$ cat config.mk
export PLATFORM = sky130hd
export DESIGN_NAME = deparse_fsm
export DESIGN_NICKNAME = d
export VERILOG_FILES = /design/src/hdl/deparse_fsm.sv
export SDC_FILE = /design/constraint.sdc
export NUM_CORES = 1
export LEC_CHECK = 0
export BUFFER_PORTS_ARGS = -buffer_cell sky130_fd_sc_hd__buf_2
export CAP_MARGIN = 20
export CELL_PAD_IN_SITES_DETAIL_PLACEMENT = 1
export CELL_PAD_IN_SITES_GLOBAL_PLACEMENT = 2
export CORE_MARGIN = 4
export CORE_UTILIZATION = 22
export CTS_BUF_LIST = sky130_fd_sc_hd__clkbuf_16
export DETAILED_ROUTE_END_ITERATION = 6
export GPL_TIMING_DRIVEN = 0
export PLACE_DENSITY_LB_ADDON = 0.08
export RECOVER_POWER = 50
export SYNTH_ARGS = -nofsm -noshare
export SYNTH_HDL_FRONTEND = slang
export SYNTH_SLANG_ARGS = --single-unit
$ cat constraint.sdc
create_clock -name clk -period 1.6 [get_ports clk]
set_input_delay 0.16 -clock clk [delete_from_list [all_inputs] [get_ports clk]]
set_output_delay 0.16 -clock clk [all_outputs]
set_load 0.03 [all_outputs]
$ cat src/hdl/deparse_fsm.sv
module deparse_fsm (
	input  logic clk,
	input  logic aresetn,
	input  logic vlan_empty,
	input  logic phv_empty,
	input  logic hdr_empty,
	input  logic pay_empty,
	input  logic discard,
	input  logic hdr_last,
	input  logic pay_last,
	output logic phv_rd_en,
	output logic vlan_rd_en,
	output logic hdr_rd_en,
	output logic pay_rd_en,
	output logic load,
	output logic step_start,
	output logic push,
	output logic sel_pay,
	input  logic last_step,
	input  logic egress_free
);

	typedef enum logic [2:0] {
		IDLE, LOOKUP, WAIT, PATCH, SEND_HDR, SEND_PAY, DROP_PAY
	} state_t;

	state_t state, state_next;

	always_comb begin
		state_next = state;
		phv_rd_en  = 1'b0;
		vlan_rd_en = 1'b0;
		hdr_rd_en  = 1'b0;
		pay_rd_en  = 1'b0;
		load       = 1'b0;
		step_start = 1'b0;
		push       = 1'b0;
		sel_pay    = 1'b0;
		case (state)
			IDLE: if (!vlan_empty) state_next = LOOKUP;
			LOOKUP: state_next = WAIT; // table read in flight
			WAIT: begin
				if (!phv_empty && !hdr_empty) begin
					if (discard) begin
						phv_rd_en  = 1'b1;
						vlan_rd_en = 1'b1;
						hdr_rd_en  = 1'b1;
						state_next = hdr_last ? IDLE : DROP_PAY;
					end else begin
						load       = 1'b1;
						step_start = 1'b1;
						state_next = PATCH;
					end
				end
			end
			PATCH: if (last_step) state_next = SEND_HDR;
			SEND_HDR: begin
				if (egress_free) begin
					push       = 1'b1;
					phv_rd_en  = 1'b1;
					vlan_rd_en = 1'b1;
					hdr_rd_en  = 1'b1;
					state_next = hdr_last ? IDLE : SEND_PAY;
				end
			end
			SEND_PAY: begin
				sel_pay = 1'b1;
				if (!pay_empty && egress_free) begin
					push      = 1'b1;
					pay_rd_en = 1'b1;
					if (pay_last) state_next = IDLE;
				end
			end
			DROP_PAY: begin
				if (!pay_empty) begin
					pay_rd_en = 1'b1;
					if (pay_last) state_next = IDLE;
				end
			end
			default: state_next = IDLE;
		endcase
	end

	always_ff @(posedge clk or negedge aresetn) begin
		if (!aresetn)
			state <= IDLE;
		else
			state <= state_next;
	end

endmodule

# Yosys cells after proc, flatten, opt, wreduce, memory -nomap -nowiden
# Index checks and enable logic that the tools add are counted.
# word_totals
regBits,3
latchBits,0
ram_bits,0
rom_bits,0
in_bits,11
output_inout_bits,8
wordCells,43
memories,0
# classes
n_addsub,0
multipliers,0
div_mod_pow,0
order_cmp,0
n_eq_ne,12
n_shift,0
muxes,23
n_bitwise,0
n_reduce_logical,7
# ops
operator,n
3-bit 2-to-1 mux,10
3-bit case mux with 7 select lines,1
2-bit inequality test (second input constant),6
3-bit equality test (second input constant),3
1-bit 2-to-1 mux,9
3-bit by 2-bit equality test with 1-bit output (second input constant),2
1-bit case mux with 2 select lines,3
6-bit AND reduction,1
3-bit by 1-bit equality test with 1-bit output (second input constant),1
1-bit zero test,3
3-bit zero test,1
1-bit logical AND,2

# Logic depth before layout (Yosys ltp)
# logic_depth
ltp_word,4
depth_mapped,5
mapped_depth_nobuf,4

# Worst setup path before layout
# OpenSTA, ideal clock, no wires.
# synth_timing
path_type,flip-flop to output port
startpoint,register state[2]
endpoint,output step_start
t_arrival_ns,2.020
required_ns,1.440
setup_slack_ns,-0.580
path_stages_with_launch,4
cell_sequence,dfrtp_1 > buf_2 > nor4b_1 > buf_4
# synth_via
elab_chain_len,2
# synth_rtl
element,line,rtl
"start, declared",27,"state_t state, state_next;"
"start signal, assigned",88,state <= state_next;
3-bit by 2-bit equality test with 1-bit output,-,
1-bit 2-to-1 mux,-,
"end, declared",16,"output logic step_start,"
# No other way between the ends.

# Worst setup path in the final report
# layout_timing
startpoint,register state[1]
endpoint,output phv_rd_en
# layout_via
elab_chain_len,2
# layout_rtl
element,line,rtl
3-bit equality test / 3-bit by 2-bit equality test with 1-bit output (equally long branches),39,case (state)
1-bit case mux with 2 select lines *,39,
"end, declared",11,"output logic phv_rd_en,"
# Every way passes the cells marked *; elsewhere a longest branch is shown, timed or not.

==> impl_metrics.py <==
metrics = {
    "floorplan": {
        "core_area_sq_mm": 0.001541,
        "start_util_pct": 23.94,
        "die_w_um": 48.96,
        "die-area_sq_mm": 0.002397,
        "ios": 19,
        "fp.dieH_um": 48.96,
        "std_cell_rows": 14,
    },
    "worst_setup_path": {
        "worstSetupEndpointType": "output pin",
        "cpMostUsedCell": "buf_6",
        "critPathRequiredTime_ns": 1.44,
        "cp_slowest_cell": "or4_4",
        "critical_path.top_delay_family": "simple AND/OR/NAND/NOR gates",
        "cp_max_fo": 3,
        "crit_chain": "buf_6, nand2_4, or4_4, a21oi_4, buf_6, buf_6",
        "critPathArrivalTime_ns": 1.58,
        "cp_num_buf_inv": 3,
        "critPathLaunchType": "flop",
        "max_stage_delay_ns": 0.43,
        "path_class": "reg -> out",
    },
    "clock_tree": {
        "clock_latency_ns": 0.23,
        "cts.htree.levels": 1,
        "cts_made_buffers": 3,
        "clkSlewWorstSetupHoldPaths_ns": 0.03,
        "cts_max_path_buffers": 2,
        "cts_tree": "done",
        "clockRootBuffer": "clkbuf_16",
        "cts.sinks": 3,
    },
    "sta": {
        "skew_ns": 0.005434,
        "worstMarginPinSlew_ns": 0.2098,
        "slew_viol_final": 0,
        "tns_ns": -0.4133,
        "fin_crit_ns": 1.741,
        "rsz0062_at_grt": "yes",
        "hold_viol_final": 0,
        "slew_headroom_pct": 85.95,
        "clock.fmax_mhz": 574.2,
        "setup_viol": 3,
        "fin_ws_ns": -0.1415,
        "fin_crit_sh_pct": 108.8,
    },
    "placement": {
        "port_buffers": 18,
        "place.gp.congestion": 0.6254,
        "dpl.hpwl_um": 820,
        "dpl_cell_area_sq_um": 523.0,
    },
    "finish": {
        "largestRegisters": "state x3",
        "utilization_pct": 44.64,
        "drive_gt1_share_pct": 60.00,
        "multi_input_area_sq_um": 289.0,
        "regMostFlops": "state",
        "fillerInstances": 182,
        "diodes": 0,
        "final_area_sq_um": 688.2,
        "area_delta_synth_final_pct": 86.44,
        "seq_area_sq_um": 75.07,
        "finalNetCount": 82,
        "largest_reg_flops": 3,
    },
    "pwr": {
        "powerDensity_mw_per_mm2": 1910,
        "power.share.sequential_pct": 10.4,
        "p_int_uw": 860.2,
        "peakVddDrop_v": 0.0007522,
        "p_clk_share_pct": 30.2,
        "leakagePower_uw": 0.0003401,
        "p_sw_uw": 454.1,
        "p_comb_share_pct": 59.4,
        "switching_share_pct": 34.55,
    },
    "routing": {
        "firstDrtPassIters": 1,
        "wl_um": 1175,
        "wl_per_cell_um": 13.66,
        "drtAntennaViolNets": 0,
        "avgViaCountPerCell": 4.698,
        "first_iter_violations": 0,
        "vias": 404,
        "drc": 0,
    },
    "worst_hold_path": {
        "min_path_type": "in -> async",
    },
    "synthesis": {
        "synthArstFlopShare_pct": 100.0,
        "synth_cells": 42,
        "ys_ff_latch": 3,
        "ys_warn_count": 0,
        "yosys.area.top_type_share_pct": 20.34,
        "syn_nets": 53,
        "synth_edf_count": 0,
        "netlist_area_sq_um": 369.1,
        "synth_top_flop_cell": "dfrtp_1",
        "yosysMostFrequentCell": "a21oi_1",
        "synth_common_cells": "a21oi_1, buf_4",
        "avgSynthCellArea_sq_um": 8.788,
        "ys_seq_area_share_pct": 20.34,
        "synth_cell_type_count": 23,
        "synth_top_area_cell": "dfrtp_1",
        "ys_top_cells_by_area": "dfrtp_1, mux2_4, a21oi_1, buf_4, o32a_4",
    },
    "global_routing": {
        "grt_util_met3_pct": 3.364,
        "grt-busiest-layer": "met2",
        "track_usage_pct": 10.51,
        "grt_first_pass_wirelength_um": 1987,
        "antenna_found_initial": 0,
        "grt_max_degree": 11,
        "met1_usage_pct": 11.17,
        "grt_util_met2_pct": 18.26,
        "grt-ovfl-total": 0,
        "grt_pass1_vias": 447,
    },
    "status": {
        "violations": "setup timing",
        "status": "finished with violations",
    },
    "job": {
        "timing.max_cap.violations": 0,
    },
}
-- cell type report --
type / instances / share of cell area (%)
Buffer: 5 / 7.091
Clock buffer: 3 / 10.91
Clock inverter: 1 / 0.5455
Inverter: 1 / 0.5455
Multi-Input combinational cell: 32 / 42.00
Sequential cell: 3 / 10.91
Tap cell: 16 / 2.909
Timing Repair Buffer: 25 / 25.09
-- power groups by stage --
| stage | logic (uW) | clock network [uW] | registers [uW] |
|---|---|---|---|
| 6_report | 781 | 397 | 137 |
| 4_1_cts | 736 | 403 | 135 |
| 3_3_place_gp | 640 | 0 | 144 |
| 2_1_floorplan | 524 | 0 | 138 |
| 5_1_grt | 845 | 409 | 141 |
| 3_5_place_dp | 638 | 0 | 146 |
-- per-layer routing --
| metal | part of all wire [%] | vias to the layer above |
|---|---|---|
| met4 | 1.6 | 0 |
| met5 | 0 | - |
| li1 | - | 204 |
| met2 | 53 | 12 |
| met1 | 41 | 186 |
| met3 | 4.9 | 2 |
-- per-stage QoR --
stage | instances | setup slack [ns] | hold WS [ns] | power, uW
after floorplan | 42 | -0.04472 | -0.1356 | 661.6
after global placement | 76 | -0.07888 | -0.04322 | 784.2
after detailed placement | 76 | -0.07367 | -0.04048 | 783.6
after CTS | 85 | -0.1987 | 0.2547 | 1273
after global routing | 86 | -0.1835 | 0.3070 | 1395
final | 86 | -0.1415 | 0.2670 | 1314
-- cells in the final DEF (no fill, tap or decap), types with 2 or more instances in the layout --
cell | synthesis | routed
nand2b_1 | 3 | 2
inv_1 | 1 | 2
nor2_1 | 3 | 3
buf_4 | 4 | 7
o21ai_0 | 2 | 2
mux2_4 | 3 | 3
a21oi_1 | 6 | 5
buf_2 | 1 | 13
buf_6 | 1 | 8
nand3b_1 | 2 | 2
dfrtp_1 | 3 | 3
clkbuf_16 | 0 | 3
-- worst register-to-register path, cell delays in order, from the launching register on --
cell and delay (ns):
dfrtp_1 0.38, buf_6 0.13, buf_6 0.11, buf_6 0.12
a211oi_2 0.19, o32a_4 0.21, mux2_4 0.30
-- path summary, 6_finish.rpt --
kind | start | to | slack, ns | cells past startpoint
setup / recovery | state[1] | phv_rd_en | -0.14 | 6
hold reg to reg | state[2] | state[2] | 0.74 | 2
hold / removal | aresetn | state[1] | 0.27 | 2
setup reg to reg | state[1] | state[2] | 0.03 | 6
max in group asynchronous | aresetn | state[0] | 1.18 | 2
min in group clk | hdr_last | state[2] | 0.46 | 5
-- repair_timing --
action	in CTS	in global routing
setup buffers	4	2
endpoints found under the setup margin	3	7
gates cloned	0	0
hold endpoints to repair	3	0
pin swaps	1	3
hold buffers	1	0
gates resized for setup	7	6
-- kinds of logic after synthesis --
family	count (synthesis)	synth area share (%)
buf+inv	7	13.56
simple gates	17	30.17
compound gates	12	23.73
mux	3	12.20
flops	3	20.34
No activity file was read; power rests on OpenSTA's default activity.
