`src/hdl/deparse_pkg.sv`:
```
package deparse_pkg;

	localparam int DATA_W    = 256;
	localparam int KEEP_W    = DATA_W / 8;
	localparam int NUM_ACT   = 4;
	localparam int NUM_CONT  = 4;
	localparam int TBL_DEPTH = 16;
	localparam int TBL_AW    = 4;
	localparam int VLAN_W    = 12;
	localparam int VLAN_LSB  = 4; // first vlan id bit used as table address

	typedef struct packed {
		logic [DATA_W-1:0] data;
		logic [KEEP_W-1:0] keep;
		logic              last;
	} seg_t;

	typedef struct packed {
		logic [NUM_CONT-1:0][15:0] c2;
		logic [NUM_CONT-1:0][31:0] c4;
		logic [NUM_CONT-1:0][47:0] c6;
		logic                      discard;
	} phv_t;

	// ctype 1, 2, 3 selects a 2, 4 or 6 byte container
	typedef struct packed {
		logic       en;
		logic [1:0] ctype;
		logic [1:0] cidx;
		logic [4:0] off;   // byte offset in header beat
		logic [5:0] spare;
	} act_t;

	typedef act_t [0:NUM_ACT-1] entry_t; // action 0 in the top bits

	typedef struct packed {
		logic [1:0]  ctype;
		logic [47:0] val;   // msb aligned
	} fval_t;

endpackage

```
`src/hdl/deparse_step_counter.sv`:
```
module deparse_step_counter (
	input  logic                                      clk,
	input  logic                                      aresetn,
	input  logic                                      start,
	output logic [$clog2(deparse_pkg::NUM_ACT)-1:0]   step,
	output logic                                      active,
	output logic                                      last_step
);

	assign last_step = active && step == $clog2(deparse_pkg::NUM_ACT)'(deparse_pkg::NUM_ACT - 1);

	always_ff @(posedge clk or negedge aresetn) begin
		if (!aresetn) begin
			step   <= '0;
			active <= 1'b0;
		end else if (start) begin
			step   <= '0;
			active <= 1'b1;
		end else if (active) begin
			step <= step + 1'b1;
			if (last_step)
				active <= 1'b0;
		end
	end

endmodule

```
`config.mk`:
```
export PLATFORM = sky130hd
export DESIGN_NAME = deparse_step_counter
export DESIGN_NICKNAME = d
export VERILOG_FILES = /design/src/hdl/deparse_pkg.sv /design/src/hdl/deparse_step_counter.sv
export SDC_FILE = /design/constraint.sdc
export NUM_CORES = 1
export LEC_CHECK = 0
export BUFFER_PORTS_ARGS = -buffer_cell sky130_fd_sc_hd__buf_2
export CAP_MARGIN = 20
export CORE_AREA = 4 4 41 43
export DETAILED_ROUTE_END_ITERATION = 12
export DIE_AREA = 0 0 45 47
export GPL_ROUTABILITY_DRIVEN = 0
export GPL_TIMING_DRIVEN = 0
export PLACE_DENSITY = 0.34
export REMOVE_ABC_BUFFERS = 1
export SYNTH_ARGS = -nofsm -noshare
export SYNTH_HDL_FRONTEND = slang
export SYNTH_SLANG_ARGS = --single-unit
```
`constraint.sdc`:
```
create_clock -name clk -period 1.3 [get_ports clk]
set_input_delay 0.065 -clock clk [delete_from_list [all_inputs] [get_ports clk]]
set_output_delay 0.065 -clock clk [all_outputs]
set_load 0.005 [all_outputs]
```
After elaboration in Yosys (flattened, before gate mapping)
Index checks and enable logic that the tools add are counted.

Logic and storage cells: 11. Bits in registers: 3.

Mux-type cells: 5. Reductions and logical operators: 2. Eq/ne operators: 1. Add/subtract/negate cells: 1.

Operators by type and width (number): $mux W2 (2); $mux W1 (3); $add A2 B1 Y2 const B (1); $eq A2 B2 Y1 const B (1); $reduce_bool A2 Y1 (1); $logic_and A1 B1 Y1 (1).

Logic depth before layout (Yosys ltp)
Depth after elaboration: 5. Depth in mapped cells: 3. Gate-level depth less buffers: 3.

Least setup slack after synthesis
No wires, ideal clock.

Path kind: register -> register. Start point: register step[0] (netlist bit). End point: register step[1] (netlist bit). Clock period less this slack: 0.963 ns. Cell stages (with the launch flop): 4. Data arrival time: 0.845 ns. Data required time: 1.181 ns. Slack: 0.337 ns. Buffers on the path: 0. Path through: dfrtp_1 ha_1 mux2i_1 nor2_1.

Word-level cells in the longest chain between the ends: 3.

RTL lines: start: declaration (line deparse_step_counter.sv:5) `output logic [$clog2(deparse_pkg::NUM_ACT)-1:0] step,`; start signal: assignment (line deparse_step_counter.sv:20) `step <= step + 1'b1;`; $add A2 B1 Y2 (line deparse_step_counter.sv:20); $mux W2 (line deparse_step_counter.sv:19) `end else if (active) begin`; $mux W2 (line deparse_step_counter.sv:16) `end else if (start) begin`.

No other way between the ends. The select of a mux whose other input is x is not followed. A chain may end at the register's enable or synchronous reset.

Final worst setup path
Start point: register step[0] (netlist bit). End point: output port last_step.

Word-level cells in the longest chain between the ends: 2.

RTL lines: $eq A2 B2 Y1 (line deparse_step_counter.sv:10) `assign last_step = active && step == $clog2(deparse_pkg::NUM_ACT)'(deparse_pkg::NUM_ACT - 1);`; $logic_and A1 B1 Y1 (line deparse_step_counter.sv:10); end: declaration (line deparse_step_counter.sv:7) `output logic last_step`.

No other way between the ends.

==> results.txt <==
- FILL cells: 157
- Max-cap violations in this run came to 0.
- Measured against its own limit, the worst slew margin works out to 0.8843.
- Placed Area: 182.7 µm²
- CP arrival: 1.13 ns
- The synthesized netlist contains 8 unique library cells.
- The number of gates resized after CTS was 0.
- The area growth from synthesis to layout is 63.55%.
- Synthesis Warnings: 0
* Via count: 109
* Number of antenna violations at the first check in global routing: 0
* TritonCTS clock tree: done
- For this run, the total global-route usage over all layers was measured as 0.03636.
* Class of the tightest hold or removal check: input pin to flip-flop
- End of the worst register-to-register path: step[1]
- The detailed router finished its first iteration with 0 violations.
* Post-CTS clock slew at the launch and capture registers of the worst setup and hold paths: 0.03 ns
* Critical Path Sink: last_step
- Cell-internal power: 0.2653 mW
- The first global-routing pass estimated 441 µm of wire.
- Each instance of the synthesized netlist takes up on average 12.17 µm².
* CTS root buf: sky130_fd_sc_hd__clkbuf_4
- H-tree depth: 1
- Most used cells in the layout excluding fill and tap cells: sky130_fd_sc_hd__buf_2 (6), sky130_fd_sc_hd__dfrtp_1 (3), sky130_fd_sc_hd__clkbuf_4 (3), sky130_fd_sc_hd__nor2_1 (2)
- Most area-consuming cells after synthesis: sky130_fd_sc_hd__dfrtp_1 (56%), sky130_fd_sc_hd__ha_1 (9.3%), sky130_fd_sc_hd__mux2i_1 (7.5%)
* Sequential fraction of the synthesis area: 0.5607
- Maximum fanout along the worst path: 3
- The total area inside the core boundary comes to 0.001301 mm².
* Cell count after placement: 32
- The die covers 0.002115 mm².
- Final non-filler cell total: 37
- Clk pwr share: 0.448
- NetSw: 0.08540 mW
- In this run the worst setup path begins at step[0].
* Worst vdd rail ir drop: 0.5641 mV
- Setup slack on the worst reg-to-reg path comes out at 0.31 ns.
- Of the total power, the share spent switching nets is 0.2435.
- Initial core utilization: 0.1029
- Routed len/inst: 6.865 µm
- The number of global-route vias before repair is 109.
- Static power due to leakage: 0.1118 nW
* Setup_tns: 0 ns
* Seq cells post-synth: 3
- Top-area cell type share of the netlist area: 0.5607
- Of the total synthesized cell area, the portion taken by full adders, half adders and majority gates is 0.09346.
- Num ports: 7
* Number of buffers between clock root and the deepest sink: 2
* IO Port Bufs: 6
- In this run the cell area of the synthesized design comes to 133.9 µm².
* Number of cells produced by synthesis: 11
- Entering global routing, the biggest net connects 6 pins.
- After detailed routing, the number of remaining DRC violations is 0.
* Depth of the worst register-to-register path: 3
* Total gr overflow: 0
* Die W: 45 µm
* Final setup violation count: 0
- After detailed routing, the number of vias per cell comes to 2.946.
- Of the total synthesized cell area, the portion taken by XOR and XNOR cells is 0.06542.
- At the pin with the least slew margin, the transition time is 0.1736 ns.
- The synthesized design spends more area on one cell type than any other, namely sky130_fd_sc_hd__dfrtp_1.
* Origin of the critical flop-to-flop path: step[0]
* Crit-path leading delay family: flip-flops
* Final Hold Fails: 0
- The setup path with the least slack is of type flip-flop to output port.
* Crit path cell chain: ha_1 > and2_2 > buf_2
- Skew-Pair Late Insertion Delay: 0.23 ns
* Share of power burned in combinational logic: 0.192
- Counting buffers and inverters, the worst setup path is 3 cells deep.
- Delay of the slowest cell on the worst path: 0.40 ns
* Portion of netlist area occupied by mux cells: 0.07477
* Top achievable clock speed: 834.3 MHz
* Worst clock skew: 0.004262 ns
- By area, the combinational part of the netlist is dominated by simple AND/OR/NAND/NOR gates.
* Final #Nets: 27
* Standard-cell rows: 13
- In this run the vertical extent of the chip is 47 µm.
- The slowest stage of the critical path belongs to the cell sky130_fd_sc_hd__dfrtp_1.
- Setup repair after global routing left no endpoint under its margin.
- Number of clock buffers inserted by TritonCTS: 3
* Setup repair bufs after CTS: 0
- Post-route fraction of the period consumed by the critical path: 0.9220
- Nature of the critical path startpoint: flip-flop
* Minimum hold slack: 0.03012 ns
- Critical path endpoint category: output port
- Final Routed Wirelength: 254 µm
- Clock tree synthesis found a total of 3 sinks.
- The share of total power dissipated in sequential elements is 0.360.
- Antenna viol nets, final: 0
- For the finished layout, the period the worst path requires is 1.199 ns.
- In the final layout, the share of cells above drive strength 1 is 0.5000.
- The share of the synthesized area in compound gates (AO/OA/AOI/OAI) was 0.06542.
- Critical path required time: 1.24 ns
- Max-slew violation total from the final report: 0
- Of the total synthesized cell area, the portion taken by AND, OR, NAND and NOR gates is 0.1121.
- # hold bufs at CTS: 1
* Power Dens Cells: 1602 mW/mm²
- Ant. Diodes: 0
- Total non-filler cell area in the finished layout: 219.0 µm²
- For this run, the detailed router's first-pass iteration total came to 1.
* Most frequent standard cell in the layout excluding fill and tap cells: sky130_fd_sc_hd__buf_2
- Total buffers and inverters traversed by the critical path: 1
- The flow ran to the end, and the final reports show no timing, DRC or antenna violations.
## worst min-delay path by stage
| stage | cells past startpoint | from | slack, ns | to |
|---|---|---|---|---|
| detailed placement | 1 | aresetn | -0.14 | active |
| global route | 2 | start | 0.03 | step[1] |
| global placement | 1 | aresetn | -0.14 | active |
| CTS | 2 | start | 0.03 | step[0] |
| floorplan | 0 | aresetn | -0.23 | active |
| finish | 2 | start | 0.03 | step[0] |
## power groups by stage
stage	sequential [mW]	combinational [mW]	clock (mW)
2_1_floorplan	0.128	0.0358	0
3_3_place_gp	0.127	0.0676	0
3_5_place_dp	0.128	0.0680	0
4_1_cts	0.127	0.0704	0.166
5_1_grt	0.130	0.0820	0.177
6_report	0.126	0.0675	0.157
## worst reg2reg max path, cell delays in order (launching register included)
cell                      delay (ns)
sky130_fd_sc_hd__dfrtp_1        0.40
sky130_fd_sc_hd__ha_1           0.29
sky130_fd_sc_hd__mux2i_1        0.13
sky130_fd_sc_hd__nor2_1         0.05
## metrics by stage
step           utilization  total power [mW]  setup slack (ns)
6_report            0.1683            0.3507            0.1014
5_1_grt             0.1683            0.3892           0.02359
4_1_cts             0.1683            0.3634           0.07935
3_5_place_dp        0.1404            0.1958            0.3056
3_3_place_gp        0.1404            0.1948            0.3113
2_1_floorplan            -            0.1635            0.3365
## cells in the mapped netlist
cell / instances
sky130_fd_sc_hd__and2_2: 1
sky130_fd_sc_hd__nor2_1: 2
sky130_fd_sc_hd__inv_1: 1
sky130_fd_sc_hd__a21o_2: 1
sky130_fd_sc_hd__ha_1: 1
sky130_fd_sc_hd__dfrtp_1: 3
sky130_fd_sc_hd__xnor2_1: 1
sky130_fd_sc_hd__mux2i_1: 1
## layer usage
metal / vias to the layer above / global-route usage / routed length (µm)
li1: 58 / - / -
met1: 46 / 0.03189 / 106
met2: 3 / 0.03672 / 114
met3: 2 / 0.02682 / 25
met4: 0 / 0.07018 / 8
met5: - / 0 / 0
## registers in the layout, indices dropped and copies added (netlist names)
name    count
active      1
step        2
## cells by family (layout without fill, tap and decap cells)
family                     Yosys count  count (layout)
DFF                                  3               3
and+or+nand+nor                      3               3
adders and majority gates            1               1
AOI/OAI and AO/OA                    1               1
xor gates and xnor gates             1               1
muxes                                1               1
buffers and inverters                1              12
## final cells by class
cell class / count / area, µm² / share of cell area
repair buffers: 7 / 40.04 / 0.1829
well taps: 15 / 18.77 / 0.08571
flip-flops and latches: 3 / 75.07 / 0.3429
inverters: 1 / 3.754 / 0.01714
multi-input cells: 7 / 55.05 / 0.2514
clock buffers: 4 / 26.28 / 0.1200
(Power assumes the default switching activity.)
