File: src/hdl/deparse_pkg.sv
package deparse_pkg;

	localparam int DATA_W    = 256;
	localparam int KEEP_W    = DATA_W / 8;
	localparam int NUM_ACT   = 4;
	localparam int NUM_CONT  = 4;
	localparam int TBL_DEPTH = 16;
	localparam int TBL_AW    = 4;
	localparam int VLAN_W    = 12;
	localparam int VLAN_LSB  = 4; // first vlan id bit used as table address

	typedef struct packed {
		logic [DATA_W-1:0] data;
		logic [KEEP_W-1:0] keep;
		logic              last;
	} seg_t;

	typedef struct packed {
		logic [NUM_CONT-1:0][15:0] c2;
		logic [NUM_CONT-1:0][31:0] c4;
		logic [NUM_CONT-1:0][47:0] c6;
		logic                      discard;
	} phv_t;

	// ctype 1, 2, 3 selects a 2, 4 or 6 byte container
	typedef struct packed {
		logic       en;
		logic [1:0] ctype;
		logic [1:0] cidx;
		logic [4:0] off;   // byte offset in header beat
		logic [5:0] spare;
	} act_t;

	typedef act_t [0:NUM_ACT-1] entry_t; // action 0 in the top bits

	typedef struct packed {
		logic [1:0]  ctype;
		logic [47:0] val;   // msb aligned
	} fval_t;

endpackage

File: src/hdl/egress_stage.sv
module egress_stage (
	input  logic              clk,
	input  logic              aresetn,
	input  logic              push,
	input  logic              sel_pay,
	input  deparse_pkg::seg_t hdr,
	input  deparse_pkg::seg_t pay,
	output deparse_pkg::seg_t out,
	output logic              out_valid,
	input  logic              out_ready,
	output logic              free
);

	assign free = !out_valid || out_ready; // empty or draining now

	always_ff @(posedge clk or negedge aresetn) begin
		if (!aresetn)
			out_valid <= 1'b0;
		else if (push)
			out_valid <= 1'b1;
		else if (out_ready)
			out_valid <= 1'b0;
	end

	always_ff @(posedge clk) begin
		if (push)
			out <= sel_pay ? pay : hdr;
	end

endmodule

File: config.mk
export PLATFORM = sky130hd
export DESIGN_NAME = egress_stage
export DESIGN_NICKNAME = d
export VERILOG_FILES = /design/src/hdl/deparse_pkg.sv /design/src/hdl/egress_stage.sv
export SDC_FILE = /design/constraint.sdc
export NUM_CORES = 1
export LEC_CHECK = 0
export BUFFER_PORTS_ARGS = -buffer_cell sky130_fd_sc_hd__buf_4
export CORE_AREA = 4 4 340 342
export CTS_CLUSTER_SIZE = 20
export DETAILED_ROUTE_END_ITERATION = 8
export DIE_AREA = 0 0 344 346
export GPL_TIMING_DRIVEN = 0
export HOLD_SLACK_MARGIN = 0.12
export PLACE_DENSITY_LB_ADDON = 0.12
export SYNTH_ARGS = -nofsm -noshare
export SYNTH_HDL_FRONTEND = slang
export SYNTH_SLANG_ARGS = --single-unit
File: constraint.sdc
create_clock -name clk -period 0.8 [get_ports clk]
set_input_delay 0.16 -clock clk [delete_from_list [all_inputs] [get_ports clk]]
set_output_delay 0.16 -clock clk [all_outputs]
set_load 0.005 [all_outputs]
After elaboration in Yosys (flattened, before gate mapping)
Cells that the tools add are included.

Multipliers: 0. Eq/ne operators: 0. Add/subtract/negate cells: 0. Bitwise gates (word level): 0. Reduce and logical (&&, ||, !) cells: 3. Shift operators: 0. Order comparisons: 0. Divide/modulo/power cells: 0. Mux-type cells: 3.

Operators with widths (count): 2-to-1 mux 289 bit (1); 2-to-1 mux 1 bit (2); nonzero test 2 bit (1); logical NOT 1 bit (1); logical OR 1 bit (1).

Input port bits: 583. Memories kept: 0. Word-level logic and storage cells: 10. Output and inout bits: 291. RAM bits: 0. Bits in latches: 0. Register bits after elaboration: 290. ROM bits: 0.

Depth between registers and ports, before layout
Gate-level depths: netlist of the first run.

Word-level depth: 2. Mapped depth: 4. Mapped depth without buffers: 2.

Worst setup path after synthesis of the first run
No wires, ideal clock.

Path type: input -> register. Start point: input port sel_pay. End point: register out[100] (netlist bit) (data pin). Required time: 540 ps. Slack: -345 ps. Setup time: 260 ps. Stages on the path: 4. Arrival: 885 ps. Buffers on the path: 3. Path through: buf_6 > buf_6 > buf_6 > mux2_4.

Longest elaborated chain between the ends: 1.

Ends and longest elaborated chain: start: declaration (line egress_stage.sv:5) `input logic sel_pay,`; 2-to-1 mux 289 bit (line egress_stage.sv:27) `out <= sel_pay ? pay : hdr;`; end signal: assignment (line egress_stage.sv:27); end: declaration (line egress_stage.sv:8) `output deparse_pkg::seg_t out,`.

No other way between the ends. A chain may end at the register's enable or synchronous reset.

Worst setup path after layout of the first run
Start point: input port push. End point: register out[85] (netlist bit), enable pin.

RTL lines: start: declaration (line egress_stage.sv:4) `input logic push,`.

No word-level cell between the ends.

==> qor.yml, run 1 <==
path_max_fanout: 39
instances_no_fill: 3652
grt_pass1_vias: 13300
ant_nets: 0
row_count: 123
drcViolationCount: 0
arrival_ns: 1.74
via_count: 11700
cts_buffers: 43
max_freq_mhz: 671
crit_path_end_kind: "register"
cts.clk_slew.worst_paths_ns: 0.05
first_iter_violations: 332
viasPerCell: 3.20
hold_viol: 0
clk_latency_ns: 0.57
num-nets-final: 2702
crit_path_start_kind: "input pin"
synth_seq_cells: 290
pre_cts_ws_ns: -1.01
drive_above_1_share: 0.581
ir_worst_vdd_v: 0.00138
routedWlPerCell_um: 17.4
drtPass1Iterations: 6
worstPathRequired_ns: 1.05
core_um2: 112000
synth_area_leaders: "edfxtp_1 67%, mux2_4 23%, mux2_2 7.7%, buf_6 2.2%, buf_2 0.27%"
synth.cell_area_um2: 13000
crit_type: "input pin to register"
reg2regPathDepth: 4
rsz0062_at_grt: "true"
synthCells: 613
totalWireLength_um: 63600
synth_top_area_cell: "edfxtp_1"
wl_met3_um: 6380
relSlewSlack: 0.734
fin_skew_ns: 0
cts.sinks: 290
final_max_slew_viol_count: 0
grt_use_total: 0.0996
place_inst: 2988
seq_area_frac_synth: 0.668
drv_cap: 0
syn2layout_area_growth_pct: 128
final_area_um2: 29700
htreeDepth: 2
worst_slack_ns: -0.690
min_path_cells: 5
syn_area_per_cell_um2: 21.3
timing.hold.ws_ns: 0.0679
synth_warnings: 0
yosys.area.top_type_share: 0.666
failed_checks: "setup timing"
place_hpwl_um: 47600
cts_root_buf: "clkbuf_16"
antenna_found_initial: 4
setup_violations: 614
tightest_slew_ns: 0.399
cts_tree: "built"
mostFrequentLayoutCells: "674 x buf_4, 579 x dlygate4sd3_1, 289 x edfxtp_1"
grt_pass1_wl_um: 87000
hp-class: "input pin to register"
min_period_over_period: 1.86
die_h_um: 346
routed.top_layer: "met4"
post-route-min-period_ns: 1.49
clk_path_buf_depth: 3
die_x_um: 344
initial_utilization: 0.116
ys_types: 7
final_common_cell: "buf_4"
powerDensity_nw_per_um2: 1600
outcome: "finished with violations"
gp_congestion: 0.765
io_pins: 874
place_area_um2: 21700
port_buffers: 872
syn_nets: 1196
grt_max_degree: 98
power.leakage_nw: 12.7
met2WireLength_um: 33500
wl_met1_um: 22100
die_area_um2: 119000
grt_overflow: 0
repair_timing:
| action | in CTS | in global routing |
|---|---|---|
| endpoints found under the hold margin | 340 | 50 |
| pin swaps | 0 | 0 |
| hold buffers | 580 | 1 |
| resized for setup | 125 | 82 |
| buffers inserted | 1 | 1 |
| cloned | 2 | 2 |
| endpoints found under the setup margin | 452 | 435 |
cells in the mapped netlist (all sizes together):
cell	number
nand2b	2
dfrtp	1
buf	32
mux2	289
edfxtp	289
routing by layer:
metal / vias up / GRT usage
met2: 550 / 0.186
met3: 79 / 0.0405
met4: 0 / 0.0314
met1: 5596 / 0.0998
met5: - / 0
li1: 5454 / -
cell type report:
type                    instances  area (um^2)
fillers                     11700        82700
repair buffers               1461        13300
flip-flops and latches        290         8700
multi-input cells             291         4030
well taps                    1500         1880
clock buffers                  64         1200
plain buffers                  32          484
clock inverters                12         56.3
diodes                          2         5.00
stage by stage:
stage           util  total power [mW]  setup TNS [ns]
3_5_place_dp   0.193              27.1         -333.89
6_report       0.264              47.5         -269.60
5_1_grt        0.264              50.1         -295.96
2_1_floorplan      -              21.4          -86.21
4_1_cts        0.261              48.7         -155.10
3_3_place_gp   0.192              27.1        -1027.62
power breakdown:
| group | leakage (nW) | internal, mW | switching (mW) | total, mW |
|---|---|---|---|---|
| clock | 0.603 | 10.3 | 7.38 | 17.6 |
| combinational | 9.23 | 7.53 | 3.31 | 10.8 |
| sequential | 2.84 | 18.4 | 0.566 | 19.0 |
| total | 12.7 | 36.2 | 11.3 | 47.5 |
worst paths after layout:
path                                        from                    end  slack [ns]
min                                    out_ready  out_valid$_DFFE_PN0P_        0.07
max reg2reg                out_valid$_DFFE_PN0P_  out_valid$_DFFE_PN0P_       -0.04
max                                         push      out[85]$_DFFE_PP_       -0.69
max in group asynchronous                aresetn  out_valid$_DFFE_PN0P_        0.26
min reg2reg                out_valid$_DFFE_PN0P_  out_valid$_DFFE_PN0P_        0.77
min in group asynchronous                aresetn  out_valid$_DFFE_PN0P_        0.43
registers in the layout (all words and copies together), names as in the netlist:
| name | cells |
|---|---|
| out | 289 |
| out_valid | 1 |
logic make-up (layout without fill, tap and decap cells):
group,after synthesis,in the layout,share of synthesized area
buffers and inverters,32,1569,0.0243
multiplexers,289,289,0.307
AND/OR/NAND/NOR,2,2,0.000960
other,0,2,0
flip-flops,290,290,0.668
critical path, stage by stage:
cell           delay, ns
dlygate4sd3_1       0.72
buf_16              0.26
buf_16              0.23
buf_16              0.29
(Power assumes the default switching activity.)
==> run 2, diff against run 1 <==
--- a/config.mk
+++ b/config.mk
@@ -6,10 +6,10 @@
 export NUM_CORES = 1
 export LEC_CHECK = 0
 export BUFFER_PORTS_ARGS = -buffer_cell sky130_fd_sc_hd__buf_4
-export CORE_AREA = 4 4 340 342
+export CORE_AREA = 4 4 333 335
 export CTS_CLUSTER_SIZE = 20
 export DETAILED_ROUTE_END_ITERATION = 8
-export DIE_AREA = 0 0 344 346
+export DIE_AREA = 0 0 337 339
 export GPL_TIMING_DRIVEN = 0
 export HOLD_SLACK_MARGIN = 0.12
 export PLACE_DENSITY_LB_ADDON = 0.12
==> constraint.sdc (replaced) <==
create_clock -name clk -period 1.4 [get_ports clk]
set_input_delay 0.28 -clock clk [delete_from_list [all_inputs] [get_ports clk]]
set_output_delay 0.28 -clock clk [all_outputs]
set_load 0.005 [all_outputs]
==> run 2 against run 1 <==
Compared with the run above:
- the run still ends with setup timing left
- worst hold slack improved by 0.055 ns
- global-route usage increased by 0.76 points
- design area decreased by 0.97%
==> qor.yml, run 2 (synthesized netlist as in run 1, its figures left out) <==
outcome: "finished with violations"  # unchanged
failed_checks: "setup timing"  # unchanged
hp-class: "input pin to register"  # unchanged
crit_type: "register to output port"  # was input pin to register
row_count: 121  # was 123
setup_violations: 22  # was 614
grt_overflow: 0  # unchanged
grt_use_total: 0.107  # was 0.0996
crit_path_start_kind: "register"  # was input pin
final.setup.tns_ns: -1.10  # was -269.60 ns
clk_path_buf_depth: 3  # unchanged
die_area_um2: 114000  # was 119000 um^2
die_x_um: 337  # was 344 um
port_buffers: 872  # unchanged
clk_latency_ns: 0.57  # about the same
crit_path_end_kind: "output port"  # was register
initial_utilization: 0.121  # was 0.116
fin_skew_ns: 0  # unchanged
place_inst: 2902  # was 2988
pre_cts_ws_ns: -0.544  # was -1.01 ns
syn2layout_area_growth_pct: 125  # was 128%
io_pins: 874  # unchanged
max_stage_delay_ns: 0.58  # was 0.72 ns
final_max_slew_viol_count: 0  # unchanged
ant_nets: 0  # unchanged
arrival_ns: 1.38  # was 1.74 ns
via_count: 11600  # was 11700
grt_pass1_wl_um: 89000  # was 87000 um
gp_congestion: 0.780  # was 0.765
path_max_fanout: 1  # was 39
top_register: "out"  # unchanged
grt_pass1_vias: 13400  # was 13300
cts_root_buf: "clkbuf_16"  # unchanged
htreeDepth: 2  # unchanged
viasPerCell: 3.26  # was 3.20
power.leakage_nw: 12.7  # about the same
cp_top_family: "flip-flops"  # was buffers and inverters
first_iter_violations: 245  # was 332
worst_slack_ns: -0.264  # was -0.690 ns
core_um2: 108000  # was 112000 um^2
instances_no_fill: 3563  # was 3652
routedWlPerCell_um: 18.1  # was 17.4 um
crit_chain: "buf_6"  # was dlygate4sd3_1 > buf_16 > buf_16 > buf_16
reg.largest.list: "out (289), out_valid (1)"  # unchanged
tightest_slew_ns: 0.685  # was 0.399 ns
powerDensity_nw_per_um2: 950  # was 1600 nW/um^2
drtPass1Iterations: 4  # was 6
mostFrequentLayoutCells: "682 x buf_4, 573 x dlygate4sd3_1, 289 x edfxtp_1"  # was 674 x buf_4, 579 x dlygate4sd3_1, 289 x edfxtp_1
num-nets-final: 2697  # was 2702
drcViolationCount: 0  # unchanged
place_hpwl_um: 50000  # was 47600 um
ir_worst_vdd_v: 0.000700  # was 0.00138 V
grt_max_degree: 101  # was 98
drive_above_1_share: 0.584  # was 0.581
crit_buf_inv: 1  # was 4
max_freq_mhz: 601
totalWireLength_um: 64600  # was 63600 um
hold_viol: 0  # unchanged
multi_input_area_um2: 4020  # was 4030 um^2
regArea_um2: 8700  # unchanged
antenna_found_initial: 6  # was 4
final_common_cell: "buf_4"  # unchanged
place_area_um2: 21400  # was 21700 um^2
worstPathRequired_ns: 1.12  # was 1.05 ns
drv_cap: 0  # unchanged
cts_buffers: 42  # was 43
die_h_um: 339  # was 346 um
min_period_over_period: 1.19
power_mw: 27.9  # was 47.5 mW
rsz0062_at_grt: "true"  # unchanged
cp_slowest_cell: "edfxtp_1"  # was dlygate4sd3_1
cts.clk_slew.worst_paths_ns: 0.06  # was 0.05 ns
relSlewSlack: 0.543  # was 0.734
fillers: 11200  # was 11700
cts.sinks: 290  # unchanged
final_area_um2: 29400  # was 29700 um^2
largest_reg_flops: 289  # unchanged
post-route-min-period_ns: 1.66
cts_tree: "built"  # unchanged
[run 2: report_power, final]
group,switching [mW],total (mW),internal (mW)
clock network,4.25,10.9,6.67
registers,0.327,10.8,10.5
logic,1.92,6.16,4.23
total,6.50,27.9,21.4
[run 2: final timing paths]
check / startpoint / to / slack, ns / cells past startpoint
worst max register to register: out_valid$_DFFE_PN0P_ / out_valid$_DFFE_PN0P_ / 0.49 / 4
worst min-delay path: push / out[280]$_DFFE_PP_ / 0.12 / 1
max in group asynchronous: aresetn / out_valid$_DFFE_PN0P_ / 0.74 / 3
worst max-delay path: out[15]$_DFFE_PP_ / out[15] / -0.26 / 1
worst min register to register: out_valid$_DFFE_PN0P_ / out_valid$_DFFE_PN0P_ / 0.84 / 4
min in group asynchronous: aresetn / out_valid$_DFFE_PN0P_ / 0.55 / 3
[run 2: area by class of cell]
class | count | area share
Timing Repair Buffer | 1457 | 0.449
Sequential cell | 290 | 0.296
Buffer | 32 | 0.0112
Clock inverter | 16 | 0.00583
Antenna cell | 3 | 0.000255
Clock buffer | 60 | 0.0409
Multi-Input combinational cell | 291 | 0.137
Tap cell | 1414 | 0.0602
[run 2: timing repair]
action                                  4_1_cts  5_1_grt
endpoints found under the setup margin      291      338
hold buffers                                581       32
hold endpoints to repair                    327       68
gates resized for setup                     119       83
pin swaps                                     0        0
setup buffers                                 1        1
[run 2: metal layers]
metal  routed length [um]  GRT usage  up-vias
li1                     -          -     5448
met1                21900      0.103     5602
met2                35900      0.212      486
met3                 4820     0.0341       92
met4                 1930     0.0363        0
met5                    0          0        -
[run 2: through the flow]
| stage | hold WS (ns) | utilization |
|---|---|---|
| finish | 0.123 | 0.272 |
| global route | 0.0769 | 0.272 |
| CTS | 0.0566 | 0.269 |
| detailed placement | 0.0579 | 0.198 |
| global placement | 0.0559 | 0.198 |
| floorplan | -0.0156 | - |
