--- src/hdl/deparse_pkg.sv ---
package deparse_pkg;

	localparam int DATA_W    = 256;
	localparam int KEEP_W    = DATA_W / 8;
	localparam int NUM_ACT   = 4;
	localparam int NUM_CONT  = 4;
	localparam int TBL_DEPTH = 16;
	localparam int TBL_AW    = 4;
	localparam int VLAN_W    = 12;
	localparam int VLAN_LSB  = 4; // first vlan id bit used as table address

	typedef struct packed {
		logic [DATA_W-1:0] data;
		logic [KEEP_W-1:0] keep;
		logic              last;
	} seg_t;

	typedef struct packed {
		logic [NUM_CONT-1:0][15:0] c2;
		logic [NUM_CONT-1:0][31:0] c4;
		logic [NUM_CONT-1:0][47:0] c6;
		logic                      discard;
	} phv_t;

	// ctype 1, 2, 3 selects a 2, 4 or 6 byte container
	typedef struct packed {
		logic       en;
		logic [1:0] ctype;
		logic [1:0] cidx;
		logic [4:0] off;   // byte offset in header beat
		logic [5:0] spare;
	} act_t;

	typedef act_t [0:NUM_ACT-1] entry_t; // action 0 in the top bits

	typedef struct packed {
		logic [1:0]  ctype;
		logic [47:0] val;   // msb aligned
	} fval_t;

endpackage

--- src/hdl/field_extractor.sv ---
module field_extractor (
	input  logic                                        clk,
	input  logic                                        aresetn,
	input  deparse_pkg::phv_t                           phv,
	input  deparse_pkg::entry_t                         entry,
	input  logic                                        load,
	output deparse_pkg::fval_t [deparse_pkg::NUM_ACT-1:0] fields
);

	deparse_pkg::fval_t [deparse_pkg::NUM_ACT-1:0] sel;

	always_comb begin
		for (int a = 0; a < deparse_pkg::NUM_ACT; a++) begin
			sel[a].ctype = entry[a].en ? entry[a].ctype : 2'd0;
			case (entry[a].ctype)
				2'd1:    sel[a].val = {phv.c2[entry[a].cidx], 32'h0};
				2'd2:    sel[a].val = {phv.c4[entry[a].cidx], 16'h0};
				2'd3:    sel[a].val = phv.c6[entry[a].cidx];
				default: sel[a].val = '0;
			endcase
		end
	end

	always_ff @(posedge clk or negedge aresetn) begin
		if (!aresetn)
			fields <= '0;
		else if (load)
			fields <= sel;
	end

endmodule

--- config.mk ---
export PLATFORM = sky130hd
export DESIGN_NAME = field_extractor
export DESIGN_NICKNAME = d
export VERILOG_FILES = /design/src/hdl/deparse_pkg.sv /design/src/hdl/field_extractor.sv
export SDC_FILE = /design/constraint.sdc
export NUM_CORES = 1
export LEC_CHECK = 0
export ABC_AREA = 0
export BUFFER_PORTS_ARGS = -buffer_cell sky130_fd_sc_hd__buf_2
export CAP_MARGIN = 0
export CORE_AREA = 2 2 255 257
export CTS_CLUSTER_SIZE = 16
export DETAILED_ROUTE_END_ITERATION = 12
export DIE_AREA = 0 0 257 259
export PLACE_DENSITY = 0.58
export SLEW_MARGIN = 25
export SYNTH_ARGS = -nofsm -noshare
export SYNTH_HDL_FRONTEND = slang
export SYNTH_SLANG_ARGS = --single-unit
--- constraint.sdc ---
create_clock -name clk -period 1.5 [get_ports clk]
set_clock_uncertainty 0.15 [all_clocks]
set_input_delay 0.075 -clock clk [delete_from_list [all_inputs] [get_ports clk]]
set_output_delay 0.075 -clock clk [all_outputs]
set_load 0.03 [all_outputs]
### Yosys cells after proc, flatten, opt, wreduce, memory -nomap -nowiden

Cells that the tools add are included.
W data, S select, Z words.

* input bits: 452
* register bits: 200
* logic and storage cells: 56
* output and inout bits: 200

* order comparisons: 4
* eq/ne operators: 12
* multiplexer cells: 32

Operators with widths (count)
* $pmux W48 S3: 4
* $bmux W48 S2: 4
* $bmux W32 S2: 4
* $mux W48: 4
* $bmux W16 S2: 4
* $mux W32: 4
* $mux W16: 4
* $eq A2 B2 Y1 const B: 8
* $lt A2 B3 Y1 const B: 4
* $eq A2 B1 Y1 const B: 4
* $mux W2: 4

### Longest topological paths before layout

Gate-level depths: netlist (run 1).

* word-level depth: 3
* mapped depth: 7
* mapped depth without buffers: 3

### Least setup slack after synthesis (run 1)

No wires, ideal clock.

* path type: input to register
* start point: input port entry[44] (netlist name)
* end point: register fields[93] (netlist name)
* slack: 9 ps
* path buffers: 4
* data arrival time: 1212 ps
* stages on the path: 7
* cells stage by stage: buf_6 buf_6 buf_6 buf_2 mux4_2 a22oi_1 o31ai_1

* word-level cells in the longest chain between the ends: 3
* elaborated cells on any way between the ends: 7
* classes of those cells: mux: 7

Ends and longest elaborated chain
* start, declared: RTL line field_extractor.sv:5 `input deparse_pkg::entry_t entry,`
* $bmux W48 S2 (tied with other cells): RTL line field_extractor.sv:18 `2'd3: sel[a].val = phv.c6[entry[a].cidx];`
* $mux W48 (not written as such) (tied with other cells): RTL line field_extractor.sv:18
* $pmux W48 S3 *: RTL line field_extractor.sv:15 `case (entry[a].ctype)`
* end signal, assigned: RTL line field_extractor.sv:28 `fields <= sel;`
* end, declared: RTL line field_extractor.sv:7 `output deparse_pkg::fval_t [deparse_pkg::NUM_ACT-1:0] fields`

Mark *: on every way between the ends. The rest lies on a longest branch, timed or not. The select of a mux whose other input is x is not followed.
A chain may end at the register's enable or synchronous reset.

### Worst setup path after layout (run 1)

* start point: input port phv[93] (netlist name)
* end point: register fields[94] (netlist name)

* word-level cells in the longest chain between the ends: 3

Ends and longest elaborated chain
* start, declared: RTL line field_extractor.sv:4 `input deparse_pkg::phv_t phv,`
* $bmux W48 S2: RTL line field_extractor.sv:18
* $mux W48 (not written as such): RTL line field_extractor.sv:18
* $pmux W48 S3: RTL line field_extractor.sv:15

Every way passes these cells. The select of a mux whose other input is x is not followed.

==> flow_summary.yaml, run 1 <==
status:
  status: "finished, violations left"
  violations: "setup timing"
pwr:
  power_frac_comb_pct: 43.9
  power.density_nw_per_um2: 707
  peakVddDrop_v: 0.000800
  internal-power_w: 0.0127
  p_leak_nw: 12.5
  power.share.clock_pct: 25.7
  p_seq_share_pct: 30.4
  total_power_w: 0.0209
  p_switching_w: 0.00814
  p_sw_share_pct: 39.0
cells_and_area:
  largest-register: "fields"
  multi_input_area_um2: 12900
  area_delta_synth_final_pct: 53.0
  fin_nets: 3152
  layoutNonFillerInstCount: 3583
  largest_reg_flops: 200
  fillers: 5787
  drive_gt1_share_pct: 51.5
  largest_registers: "fields x200"
  area.sequential_um2: 5000
  final_cell_mix: "591 x buf_2, 387 x dlygate4sd3_1, 338 x mux2_2"
  final_common_cell: "buf_2"
drt:
  drc: 0
  dr.pass1.iters: 8
  drtAntennaViolNets: 0
  drtIter0Drc: 2593
  vias: 21911
  wl_mm: 105
  via_per_inst: 6.12
  post_drt_wl_per_cell_um: 29.4
timing:
  hold_ws_ns: 0.0167
  final_hold_viol_count: 0
  fin_crit_sh_pct: 103
  setup_viol_count_final: 2
  post-route-min-period_ns: 1.55
  drv_slew: 0
  worst_slack_ns: -0.0515
  relSlewSlack_pct: 68.8
  tightest_slew_ns: 0.466
  max_clock_freq_mhz: 645
floorplanning:
  start_util_pct: 30.2
  num_io_pins: 652
  die-width_um: 257
  fp-row-count: 93
  core_um2: 63900
  die_area_um2: 66600
  dieHeight_um: 259
grt:
  grt_pass1_vias: 22747
  grt_max_degree: 56
  grt_pass1_wl_mm: 151
  grt_util_all_layers_pct: 30.8
  antenna_found_initial: 19
  overflow: 0
synth:
  synthCells: 1662
  yosysSeqAreaShare_pct: 25.9
  netlist.top_cell.by_area: "dfrtp_1"
  syn_area_um2: 19300
  synth-adder-area-share_pct: 0
  synth_nets: 2114
  synth_top_area_share_pct: 25.9
  syn_avg_cell_area_um2: 11.6
  yosysUniqueCellTypes: 29
  synth_compound_area_share_pct: 19.3
  synth_xor_area_share_pct: 0
  yosys_warnings: 0
  synthMuxAreaShare_pct: 42.1
  synthTopCellsByArea: "dfrtp_1 26%, mux4_2 20%, mux2_2 20%, o22ai_1 4.7%, a32o_1 3.3%"
  synth_top_family_by_area: "multiplexers"
  yosys.area_share.simple_pct: 4.86
  synth-seq-cells: 200
placement:
  io_buffers: 606
  place_congestion: 0.953
  dpl.hpwl_mm: 74.0
  dp_cells: 3152
clocking:
  htreeDepth: 4
  clockBufferDepth: 2
  cts.sinks: 200
  clk_latency_ns: 0.53
  cts_root_buf: "clkbuf_16"
  cts_buffers: 17
  post-cts-setup-buffers: 0
  tritoncts: "done"
  path_clk_slew_ns: 0.09
worst_setup_path:
  cp-end-kind: "flop"
  worstPathRequired_ns: 1.79
  critPathKind: "in2reg"
  arrival_ns: 1.84
  cp-start-kind: "primary input"
  path_max_fanout: 4
job:
  maxCapViolCount: 0
hold_path:
  hold_class: "in2reg"
-- synthesized netlist by cell type, drive strengths merged --
library cell	instances
mux2	338
dfrtp	200
mux4	190
o22ai	144
buf	130
nor2b	97
inv	73
a22oi	64
a32o	64
o31ai	64
o32ai	64
clkbuf	63
o21ai	58
a211oi	50
nor2	15
nand2b	13
nand2	11
nand3	8
or2	7
and2	4
and3b	4
or2b	1
-- critical path: stages --
cell and delay (ns):
dlygate4sd3_1 0.55, buf_2 0.14, nor2b_1 0.21, a211oi_2 0.06, dlygate4sd3_1 0.58, o31ai_1 0.23
-- path summary, 6_finish.rpt --
check | start | to | slack, ns | cells past startpoint
setup / recovery | phv[93] | fields[94] | -0.05 | 6
hold / removal | phv[78] | fields[79] | 0.02 | 4
setup reg to reg | fields[190] | fields[190] | 0.43 | 2
hold reg to reg | fields[3] | fields[3] | 0.34 | 1
max in group asynchronous | aresetn | fields[9] | 0.14 | 4
min in group asynchronous | aresetn | fields[15] | 0.44 | 3
-- layout make-up --
class                           instances  share of cell area, %
Antenna cell                           15                  0.127
Clock buffer                           17                   1.44
Clock inverter                         15                  0.673
Inverter                               73                  0.936
Multi-Input combinational cell       1196                   43.6
Sequential cell                       200                   16.9
Tap cell                              855                   3.62
Timing Repair Buffer                 1212                   32.7
-- metal layers --
layer	global-route usage (%)	wire [µm]	vias up
met5	0	94	-
met4	16.6	5910	14
met3	7.80	10500	469
met2	50.6	49700	1715
met1	37.3	39000	10765
li1	-	-	8948
-- through the flow --
step | TNS [ns] | setup slack, ns | instance area [µm²] | utilization (%)
2_1_floorplan | 0 | 0.00862 | 19300 | -
3_3_place_gp | -9.29 | -0.150 | 25000 | 39.1
3_5_place_dp | -12.16 | -0.179 | 25000 | 39.1
4_1_cts | 0 | 0.00918 | 29500 | 46.2
5_1_grt | -0.0695 | -0.0695 | 29500 | 46.2
6_report | -0.0601 | -0.0515 | 29500 | 46.3
-- power by group through the flow --
stage	clock network [W]	registers (W)	logic (W)
after floorplan	0	0.00746	0.00353
after global placement	0	0.00641	0.00802
after detailed placement	0	0.00642	0.00814
after CTS	0.00543	0.00633	0.00902
after global routing	0.00563	0.00639	0.00960
final	0.00537	0.00635	0.00916
-- timing repair --
action	CTS	global route
endpoints found under the setup margin	0	30
hold endpoints to repair	386	0
hold buffers	395	0
resized for setup	0	22
-- logic make-up after synthesis --
logic type,count (synthesis)
simple gates,160
mux,528
flops,200
buf+inv,266
compound gates,508
Note: power is estimated with default switching activity, not from simulation.
==> run 2, diff against run 1 <==
Settings changed: GPL_TIMING_DRIVEN from default to 0.
Clock period 1.5 ns to 1.8 ns, I/O delays scaled along.
==> run 2 against run 1 <==
Effect of this change: the run still ends with setup timing left; hold slack gained 0.0084 ns; sequential cell count is the same; first-iteration DRC count grew 9.3%; largest power group unchanged; die area is the same; global-route usage grew 4.5 points; final cell count shrank 2.1%; register-to-register slack gained 0.29 ns; clock power shrank 18%; critical path type unchanged; non-clock buffer count shrank 74; count of clock-buffer cells in the layout grew 2; utilization shrank 3.0 points; highest routed layer unchanged; critical path depth is the same.
==> flow_summary.yaml, run 2 (synthesis results as in run 1) <==
timing:
  post-route-min-period_ns: 1.87
  setup_tns_ns: -0.137
  final_hold_viol_count: 0
  setup_viol_count_final: 6
  rsz0062_at_grt: "yes"
  tightest_slew_ns: 1.06
  hold_ws_ns: 0.0251
  worst_slack_ns: -0.0676
  drv_slew: 0
  fin_crit_sh_pct: 104
  max_clock_freq_mhz: 535
  relSlewSlack_pct: 29.5
floorplanning:
  dieHeight_um: 259
  num_io_pins: 652
  die_area_um2: 66600
  die-width_um: 257
  core_um2: 63900
  start_util_pct: 30.2
  fp-row-count: 93
cells_and_area:
  layoutNonFillerInstCount: 3506
  final_area_um2: 27600
  largest_reg_flops: 200
  area.sequential_um2: 5000
  fillers: 6098
  area_delta_synth_final_pct: 42.9
  largest-register: "fields"
  multi_input_area_um2: 12800
  largest_registers: "fields x200"
  drive_gt1_share_pct: 49.1
  final_cell_mix: "637 x buf_2, 344 x dlygate4sd3_1, 338 x mux2_2"
  fin_nets: 3078
  final_common_cell: "buf_2"
pwr:
  total_power_w: 0.0171
  peakVddDrop_v: 0.000831
  power.density_nw_per_um2: 621
  p_leak_nw: 11.5
worst_setup_path:
  slowest_stage: "buf_2"
  cp-endpoint: "fields[44]"
  r2r-start: "fields[45]"
  max_stage_delay_ns: 0.41
  reg2reg_setup_slack_ns: 0.72
  crit_chain: "buf_2 -> buf_2 -> nand2_2 -> buf_2 -> o22ai_1 -> o31ai_1"
  path_buf_inv: 3
  path_max_fanout: 10
  worstPathRequired_ns: 2.02
  path_delay_family: "buffers and inverters"
  rr_endpoint: "fields[45]"
  cp-start-kind: "primary input"
  critPathKind: "in2reg"
  cp_common_cell: "buf_2"
  rr_worst_depth: 2
  arrival_ns: 2.09
  cp-end-kind: "flop"
  critPathLaunch: "entry[61]"
  crit_cells: 6
clocking:
  tritoncts: "done"
  path_clk_slew_ns: 0.09
  cts.sinks: 200
  cts_root_buf: "clkbuf_16"
  cts_buffers: 17
  clk_latency_ns: 0.51
  htreeDepth: 4
  clockBufferDepth: 2
  post-cts-setup-buffers: 0
placement:
  dpl.hpwl_mm: 87.6
  place_congestion: 0.940
  placed_area_um2: 23500
  dp_cells: 3120
  io_buffers: 601
drt:
  drc: 0
  post_drt_wl_per_cell_um: 34.7
  wl_mm: 122
  drtIter0Drc: 2835
  dr.pass1.iters: 6
  via_per_inst: 6.35
  drtAntennaViolNets: 0
  vias: 22264
grt:
  grt_pass1_wl_mm: 167
  antenna_found_initial: 17
  grt_util_all_layers_pct: 35.4
  grt_pass1_vias: 22912
  overflow: 0
  grt_max_degree: 76
status:
  status: "finished, violations left"
  violations: "setup timing"
hold_path:
  hold_class: "in2reg"
job:
  maxCapViolCount: 0
## run 2: worst min path at each step
stage	endpoint	start	cells after the start
after floorplan	fields[0]	aresetn	0
after global placement	fields[148]	entry[31]	3
after detailed placement	fields[55]	aresetn	1
after CTS	fields[177]	phv[28]	4
after global routing	fields[19]	phv[116]	4
final	fields[177]	phv[204]	4
## run 2: repair_timing
item | 4_1_cts | 5_1_grt
hold buffers | 347 | 0
hold endpoints to repair | 370 | 0
resized for setup | 8 | 39
setup endpoints to repair | 51 | 77
## run 2: worst register-to-register path, cell delays in order, from the launching register on
cell and delay [ns]:
dfrtp_1 0.45, a22oi_1 0.22, o31ai_1 0.11
## run 2: per-stage QoR
stage	setup slack [ns]	utilization (%)
after CTS	0.00874	43.1
after floorplan	0.294	-
final	-0.0676	43.2
after detailed placement	-0.900	36.7
after global routing	-0.0358	43.2
after global placement	-3.55	36.6
## run 2: layout make-up
type                            instances  share of cell area [%]
Clock inverter                         13                   0.571
Tap cell                              855                    3.87
Clock buffer                           19                    1.60
Multi-Input combinational cell       1196                    46.4
Sequential cell                       200                    18.1
Buffer                                191                    4.65
Antenna cell                           12                   0.109
Inverter                               73                   0.992
Timing Repair Buffer                  947                    23.7
## run 2: power breakdown
part / total (W) / switching, W / leakage, nW / internal (W)
combinational: 0.00745 / 0.00430 / 8.64 / 0.00315
sequential: 0.00532 / 0.000371 / 2.59 / 0.00495
clock: 0.00438 / 0.00236 / 0.286 / 0.00202
## run 2: metal layers
metal / wire, µm / part of all wire, % / track usage (%)
met1: 45600 / 38 / 43.2
met5: 56 / 0.046 / 0
met2: 56600 / 47 / 57.2
met4: 6880 / 5.7 / 18.6
met3: 12400 / 10 / 9.50
